`src/verilog/mesh_pkg.sv`:
```
package mesh_pkg;

  // one coordinate field, enough for an 8 by 8 mesh
  localparam int coord_width_c = 3;

  // router ports, also the result of a routing decision
  // east is spelled out since dir_e already names the type
  typedef enum logic [2:0] {
    dir_p    = 3'd0,
    dir_w    = 3'd1,
    dir_east = 3'd2,
    dir_n    = 3'd3,
    dir_s    = 3'd4
  } dir_e;

  localparam int num_dirs_c = 5;

  // flit layout, msb first: src_x, src_y, dst_x, dst_y, data
  // coordinate slots sit above the data word, counted upward
  localparam int dst_y_slot_c = 0;
  localparam int dst_x_slot_c = 1;
  localparam int src_y_slot_c = 2;
  localparam int src_x_slot_c = 3;

  function automatic int flit_width_f(input int data_width);
    return 4 * coord_width_c + data_width;
  endfunction

  // lsb of one coordinate slot inside a flit
  function automatic int coord_lsb_f(input int data_width, input int slot);
    return data_width + slot * coord_width_c;
  endfunction

endpackage

```
`src/verilog/mesh_injector.sv`:
```
`timescale 1ns/10ps

module mesh_injector #(
  parameter int num_x_p = 2,
  parameter int num_y_p = 2,
  parameter int data_width_p = 32,
  localparam int flit_w_lp = mesh_pkg::flit_width_f(data_width_p),
  localparam int cw_lp = mesh_pkg::coord_width_c,
  localparam int tiles_lp = num_x_p * num_y_p
) (
  input  logic                               clk_i,
  input  logic                               rst_i,
  input  logic                               in_valid_i,
  output logic                               in_ready_o,
  input  logic [cw_lp-1:0]                   in_src_x_i,
  input  logic [cw_lp-1:0]                   in_src_y_i,
  input  logic [cw_lp-1:0]                   in_dst_x_i,
  input  logic [cw_lp-1:0]                   in_dst_y_i,
  input  logic [data_width_p-1:0]            in_data_i,
  output logic [tiles_lp-1:0]                tile_valid_o,
  output logic [tiles_lp-1:0][flit_w_lp-1:0] tile_flit_o,
  input  logic [tiles_lp-1:0]                tile_ready_i
);

  localparam int src_x_lsb_lp = mesh_pkg::coord_lsb_f(data_width_p, mesh_pkg::src_x_slot_c);
  localparam int src_y_lsb_lp = mesh_pkg::coord_lsb_f(data_width_p, mesh_pkg::src_y_slot_c);

  logic                 live_q;
  logic                 valid_q;
  logic [flit_w_lp-1:0] flit_q;
  logic [tiles_lp-1:0]  sel;
  logic                 push;
  logic                 pop;

  // one-hot source tile of the held flit
  always_comb
  begin
    for (int t = 0; t < tiles_lp; t++)
      sel[t] = (int'(flit_q[src_y_lsb_lp +: cw_lp]) * num_x_p +
                int'(flit_q[src_x_lsb_lp +: cw_lp])) == t;
  end

  assign tile_valid_o = sel & {tiles_lp{valid_q}};
  assign tile_flit_o  = {tiles_lp{flit_q}};
  assign pop          = valid_q && |(sel & tile_ready_i);
  // live_q keeps the host side closed until the first cycle out of reset
  assign in_ready_o   = live_q && (!valid_q || pop);
  assign push         = in_valid_i && in_ready_o;

  always_ff @(posedge clk_i)
  begin
    if (rst_i)
    begin
      live_q  <= 1'b0;
      valid_q <= 1'b0;
    end
    else
    begin
      live_q <= 1'b1;
      if (push)
        valid_q <= 1'b1;
      else if (pop)
        valid_q <= 1'b0;
    end
  end

  always_ff @(posedge clk_i)
  begin
    if (push)
    begin
      flit_q <= {in_src_x_i, in_src_y_i, in_dst_x_i, in_dst_y_i, in_data_i};
    end
  end

  a_src_in_mesh: assert property (@(posedge clk_i) disable iff (rst_i)
    in_valid_i && in_ready_o |-> in_src_x_i < num_x_p && in_src_y_i < num_y_p);

endmodule

```
`config.mk`:
```
export PLATFORM = sky130hd
export DESIGN_NAME = mesh_injector
export DESIGN_NICKNAME = d
export VERILOG_FILES = /design/src/verilog/mesh_pkg.sv /design/src/verilog/mesh_injector.sv
export SDC_FILE = /design/constraint.sdc
export NUM_CORES = 1
export LEC_CHECK = 0
export CAP_MARGIN = 5
export CORE_AREA = 10 10 82 84
export DETAILED_ROUTE_END_ITERATION = 8
export DIE_AREA = 0 0 92 94
export DONT_BUFFER_PORTS = 1
export GPL_TIMING_DRIVEN = 0
export PLACE_DENSITY = 0.66
export SYNTH_ARGS = -nofsm -noshare
export SYNTH_HDL_FRONTEND = slang
export SYNTH_SLANG_ARGS = --single-unit
```
`constraint.sdc`:
```
create_clock -name clk_i -period 4.2 [get_ports clk_i]
set_input_delay 0.84 -clock clk_i [delete_from_list [all_inputs] [get_ports clk_i]]
set_output_delay 0.84 -clock clk_i [all_outputs]
set_load 0.01 [all_outputs]
```
==> qor.csv, run 1 <==
metric,value,unit
status,completed,
number of top-level design ports,232,
highest clock rate,298,MHz
min cycle time layout,3350,ps
clock input transition at the sequential cells of the worst setup and hold paths,80,ps
GRT met3 Usage,11.1,%
share of the clock period used by the worst path after layout,79.8,%
met2 GRT Util,24.9,%
number of global-route vias before repair,1413,
setup TNS after final layout,0,ps
Wirelength per Cell,24.4,um
category of the critical setup timing path,reg -> out,
Avg Inst Size Synth,12.8,um2
drt total wl,6740,um
Static Leak,1.19,nW
ratio of cells with drive above 1 in the final layout,68.9,%
proportion of total power due to net switching,24.6,%
largest net degree at the start of global routing,25,
number of iterations in the first detailed-routing pass,3,
pins over their slew limit,0,
final standard cell area without fillers,2720,um2
"IR drop worst, VDD",200,uV
area of combinational cells with multiple inputs,166,um2
data required time at the worst endpoint,3360,ps
TritonCTS clock tree,built,
clock buffer count from CTS,5,
"flops & latches, synth",46,
gr ovfl total,0,
Longest Clk Path Bufs,2,
detailed placement HPWL,5890,um
RSZ-0062 raised after global routing,no,
CTS H-tree lvls,2,
Cell variety after synth,17,
Mapped Nets,251,
CP Launch Type,flip-flop,
internal power,0.715,mW
Critical Path Sink Type,output port,
core region area,5070,um2
root cell of the clock tree,sky130_fd_sc_hd__clkbuf_8,
storage element area,1360,um2
overall power of the completed layout,0.948,mW
max_cap viols,0,
headroom to the max-slew limit,52.0,%
initial antenna violation count,1,
fin worst setup slack,849,ps
peak fanout along the critical path,5,
count of antenna diodes in the layout,0,
post-place instance area,2640,um2
clock network fraction of design power,26.2,%
number of hold-slack violations in the final timing report,0,
number of setup buffers added after CTS,0,
overall die area,8650,um2
clock sink count,46,
hold_ws,537,ps
cell area after technology mapping,2510,um2
Iteration-0 DRC Markers,24,
# setup viols final,0,
Net Sw Power,0.234,mW
portion of the post-synthesis area used by sequential elements,54.1,%
Synthesis Warnings,0,
count of nets after finishing,259,
signed area change from the synthesized netlist to the final layout,8.11,%
drc violations,0,
residual antenna-violating net count after detailed routing,0,
number of cells produced by synthesis,197,
global-route wire length before repair,9130,um
clock tree skew after final layout,3.60,ps
count of vias placed by the detailed router,1253,
insertion delay of the later-clocked pin in the worst-skew pair,280,ps
total power density per cell area,349,nW/um2
count of input and output buffers,0,
All-Layer GR Usage,13.8,%
part of the total power dissipated in sequential elements,59.3,%
total of cells resized after clock tree synthesis,0,
final core occ,53.6,%
number of placement rows,26,
placed cell count,268,
"Cell Count, Final, Fillers Out",276,
post-place setup slack,1150,ps
fill cell count,451,
floorplan die width,92,um
"Most Used Layer, Global Route",met2,
count of hold buffers inserted by post-cts repair,0,
global routing met1 resource utilization,11.3,%
via count normalized by instance count,4.54,
Slew @ Worst Pin,718,ps
height of the chip,94,um
critical path data arrival time,2510,ps
Initial Util,49.6,%
final weighted congestion of routability-driven global placement,0.754,
Comb power frac,14.5,%
Hold Path Class,reg -> reg,
state kept, by name, indices dropped and copies added (netlist names):
register / count
flit_q: 44
live_q: 1
valid_q: 1
cell usage after synthesis, drive strengths merged:
cell	count	share of area (%)
a21bo	1	0.40
a21o	1	0.30
a21oi	1	0.20
and2	1	0.25
and4	1	0.40
buf	132	39
dfxtp	2	1.6
edfxtp	44	53
fa	1	0.80
ha	2	0.99
inv	1	0.15
mux4	1	0.90
nand2	3	0.45
nor2b	1	0.25
nor3	2	0.40
nor3b	2	0.60
nor4bb	1	0.40
power groups by stage:
| stage | clock network [mW] | registers [mW] | logic [mW] |
|---|---|---|---|
| global placement | 0 | 0.575 | 0.135 |
| global route | 0.279 | 0.567 | 0.147 |
| floorplan | 0 | 0.566 | 0.119 |
| detailed placement | 0 | 0.574 | 0.141 |
| CTS | 0.259 | 0.564 | 0.141 |
| finish | 0.248 | 0.563 | 0.138 |
area by class of cell:
class / count / share of cell area [%]
Timing Repair Buffer: 1 / 1.01
Inverter: 1 / 0.138
Multi-Input combinational cell: 18 / 6.12
Clock inverter: 2 / 0.322
Tap cell: 70 / 3.22
Sequential cell: 46 / 50.1
Clock buffer: 6 / 2.67
Buffer: 132 / 36.4
path summary, 6_finish.rpt:
path / cells after the start / slack [ps] / end / start
min reg2reg: 2 / 540 / valid_q$_SDFFE_PP0P_ / live_q$_DFF_P_
max: 6 / 850 / tile_valid_o[1] / flit_q[38]$_DFFE_PP_
max reg2reg: 7 / 1150 / flit_q[5]$_DFFE_PP_ / flit_q[38]$_DFFE_PP_
min: 2 / 540 / valid_q$_SDFFE_PP0P_ / live_q$_DFF_P_
cells by family after synthesis:
logic type,share of synthesized area (%)
compound gates,0.895
fa+ha+maj,1.79
buf+inv,39.6
flops,54.1
mux,0.895
simple gates,2.74
per-layer routing:
metal / routed length [um] / part of all wire [%]
met3: 1130 / 17
met4: 57 / 0.85
met5: 18 / 0.27
met1: 1990 / 30
met2: 3540 / 52
critical path, stage by stage (launching register included):
cell and delay, ps:
sky130_fd_sc_hd__edfxtp_1 510, sky130_fd_sc_hd__ha_1 280, sky130_fd_sc_hd__fa_1 460, sky130_fd_sc_hd__nor4bb_1 280
sky130_fd_sc_hd__a21o_1 200, sky130_fd_sc_hd__nand2_1 110, sky130_fd_sc_hd__nor3b_1 390
layout by cell type, fill, tap and decap left out, drive strengths merged, types with 2 or more instances in the layout:
cell type,count
clkinv,2
clkbuf,6
buf,133
edfxtp,44
nor3b,2
dfxtp,2
nor3,2
nand2,3
ha,2
Note: power is estimated with default switching activity, not from simulation.
==> run 2, diff against run 1 <==
- CORE_AREA: 10 10 82 84 -> 10 10 83 85
- DIE_AREA: 0 0 92 94 -> 0 0 93 95
- PLACE_DENSITY: 0.66 -> 0.62
- clock period: 4.2 -> 3.4 ns (I/O delays scaled with it)
==> run 2 against run 1 <==
Compared with the run above: count of clock-buffer cells in the layout is the same; register-to-register slack lost 740 ps; die area grew 2.2%; routed wire length shrank 3.7%; via count shrank 0.40%; sequential share of layout area is essentially flat; clock power grew 25%; first-iteration DRC count grew 33%; non-clock buffer count is the same; final cell count grew 0.72%; combinational power grew 22%; largest cell class unchanged; largest power group unchanged.
==> qor.csv, run 2 (synthesis results as in run 1) <==
metric,value,unit
status,completed,
clock input transition at the sequential cells of the worst setup and hold paths,80,ps
insertion delay of the later-clocked pin in the worst-skew pair,290,ps
count of antenna diodes in the layout,0,
CP Launch Type,flip-flop,
buffers plus inverters on the worst setup path,0,
initial antenna violation count,0,
min cycle time layout,3190,ps
number of iterations in the first detailed-routing pass,2,
source of the critical timing path,flit_q[38]$_DFFE_PP_,
number of global-route vias before repair,1381,
Iteration-0 DRC Markers,32,
CTS H-tree lvls,2,
data required time at the worst endpoint,2720,ps
number of flip-flops in the largest register,44,
final core occ,51.0,%
crit-path cells,ha_1 > fa_1 > nor4bb_1 > a21o_1 > nand2_1 > nor3b_1,
total power density per cell area,432,nW/um2
detailed placement HPWL,5610,um
critical path data arrival time,2510,ps
reg2reg start,flit_q[38]$_DFFE_PP_,
gr ovfl total,0,
family with the most delay on the worst path,adder cells,
number of setup buffers added after CTS,0,
count of hold buffers inserted by post-cts repair,0,
Static Leak,1.19,nW
worst setup path endpoint,tile_valid_o[1],
signed area change from the synthesized netlist to the final layout,8.21,%
total of cells resized after clock tree synthesis,0,
pins over their slew limit,0,
Critical Path Sink Type,output port,
All-Layer GR Usage,13.3,%
number of hold-slack violations in the final timing report,0,
register ranked first by flip-flop count,flit_q,
leading registers by flop count,"flit_q: 44 flops, live_q: 1 flops, valid_q: 1 flops",
depth of the worst hold-timing path,1,
highest clock rate,314,MHz
number of placement rows,27,
detailed-routed wire length on met2,3430,um
category of the critical setup timing path,reg -> out,
Hold Path Class,in -> reg,
overall die area,8840,um2
clock tree skew after final layout,2.22,ps
drc violations,0,
clock sink count,46,
"most common cell after layout, fill and taps aside",sky130_fd_sc_hd__buf_4,
share of the clock period used by the worst path after layout,93.7,%
number of top-level design ports,232,
TritonCTS clock tree,built,
CP peak stage delay,520,ps
final weighted congestion of routability-driven global placement,0.762,
ratio of cells with drive above 1 in the final layout,68.9,%
overall power of the completed layout,1.17,mW
Worst R2R Setup Slack,410,ps
highest metal layer with signal wires,met4,
max_cap viols,0,
Worst Reg2Reg Path Length in Cells,7,
reg-to-reg endpoint,flit_q[23]$_DFFE_PP_,
count of nets after finishing,259,
via count normalized by instance count,4.49,
Longest Clk Path Bufs,2,
RSZ-0062 raised after global routing,no,
peak fanout along the critical path,5,
number of stages on the worst setup path,6,
Initial Util,47.1,%
"commonest non-fill, non-tap cells in the layout","sky130_fd_sc_hd__buf_4 (132), sky130_fd_sc_hd__edfxtp_1 (44), sky130_fd_sc_hd__clkbuf_8 (5)",
"IR drop worst, VDD",197,uV
Wirelength per Cell,23.3,um
count of vias placed by the detailed router,1248,
detailed-route wire length on metal 1,1900,um
global-route wire length before repair,8960,um
"Max stage delay cell, worst path",sky130_fd_sc_hd__edfxtp_1,
largest net degree at the start of global routing,26,
headroom to the max-slew limit,58.3,%
clock buffer count from CTS,5,
Slew @ Worst Pin,624,ps
height of the chip,95,um
core region area,5340,um2
root cell of the clock tree,sky130_fd_sc_hd__clkbuf_8,
count of input and output buffers,0,
# setup viols final,0,
met3 WL post-DR,1090,um
residual antenna-violating net count after detailed routing,0,
drt total wl,6490,um
floorplan die width,93,um
## run 2: cell counts in the layout (fill, tap and decap cells not counted)
Identical to the previous run, type by type.
## run 2: final cells by class
type / count / area (um2)
plain buffers: 132 / 991
clock buffers: 6 / 72.6
clock inverters: 2 / 8.76
fillers: 470 / 2620
inverters: 1 / 3.75
multi-input cells: 18 / 166
flip-flops and latches: 46 / 1360
well taps: 72 / 90.1
repair buffers: 1 / 27.5
## run 2: how the worst min path moves through the flow
| stage | from | endpoint | slack (ps) |
|---|---|---|---|
| after floorplan | live_q$_DFF_P_ | valid_q$_SDFFE_PP0P_ | 470 |
| after global placement | live_q$_DFF_P_ | valid_q$_SDFFE_PP0P_ | 480 |
| after detailed placement | live_q$_DFF_P_ | valid_q$_SDFFE_PP0P_ | 540 |
| after CTS | rst_i | valid_q$_SDFFE_PP0P_ | 440 |
| after global routing | rst_i | valid_q$_SDFFE_PP0P_ | 430 |
| final | rst_i | live_q$_DFF_P_ | 450 |
## run 2: power breakdown
group | switching, mW | internal (mW)
Clock | 0.169 | 0.141
Combinational | 0.0808 | 0.0882
Sequential | 0.0416 | 0.653
## run 2: per-layer routing
| layer | GRT usage (%) | vias to the layer above |
|---|---|---|
| met5 | 0 | - |
| li1 | - | 533 |
| met3 | 9.91 | 6 |
| met1 | 11.0 | 581 |
| met4 | 4.24 | 0 |
| met2 | 24.0 | 128 |
## run 2: through the flow
step / worst slack, ps / TNS [ps] / instances / area, um2 / hold slack, ps
floorplan: 90.9 / 0 / 197 / 2520 / 466
global placement: -471 / -20650 / 269 / 2610 / 479
detailed placement: 398 / 0 / 270 / 2640 / 542
CTS: 182 / 0 / 278 / 2720 / 438
global route: 53.5 / 0 / 278 / 2720 / 429
finish: 214 / 0 / 278 / 2720 / 451
## run 2: worst reg2reg max path, stage by stage, from the launching register on
cell	delay, ps
sky130_fd_sc_hd__edfxtp_1	520
sky130_fd_sc_hd__ha_1	290
sky130_fd_sc_hd__fa_1	460
sky130_fd_sc_hd__nor4bb_1	280
sky130_fd_sc_hd__a21o_1	190
sky130_fd_sc_hd__a21bo_1	140
sky130_fd_sc_hd__nor2b_4	550
sky130_fd_sc_hd__buf_16	250
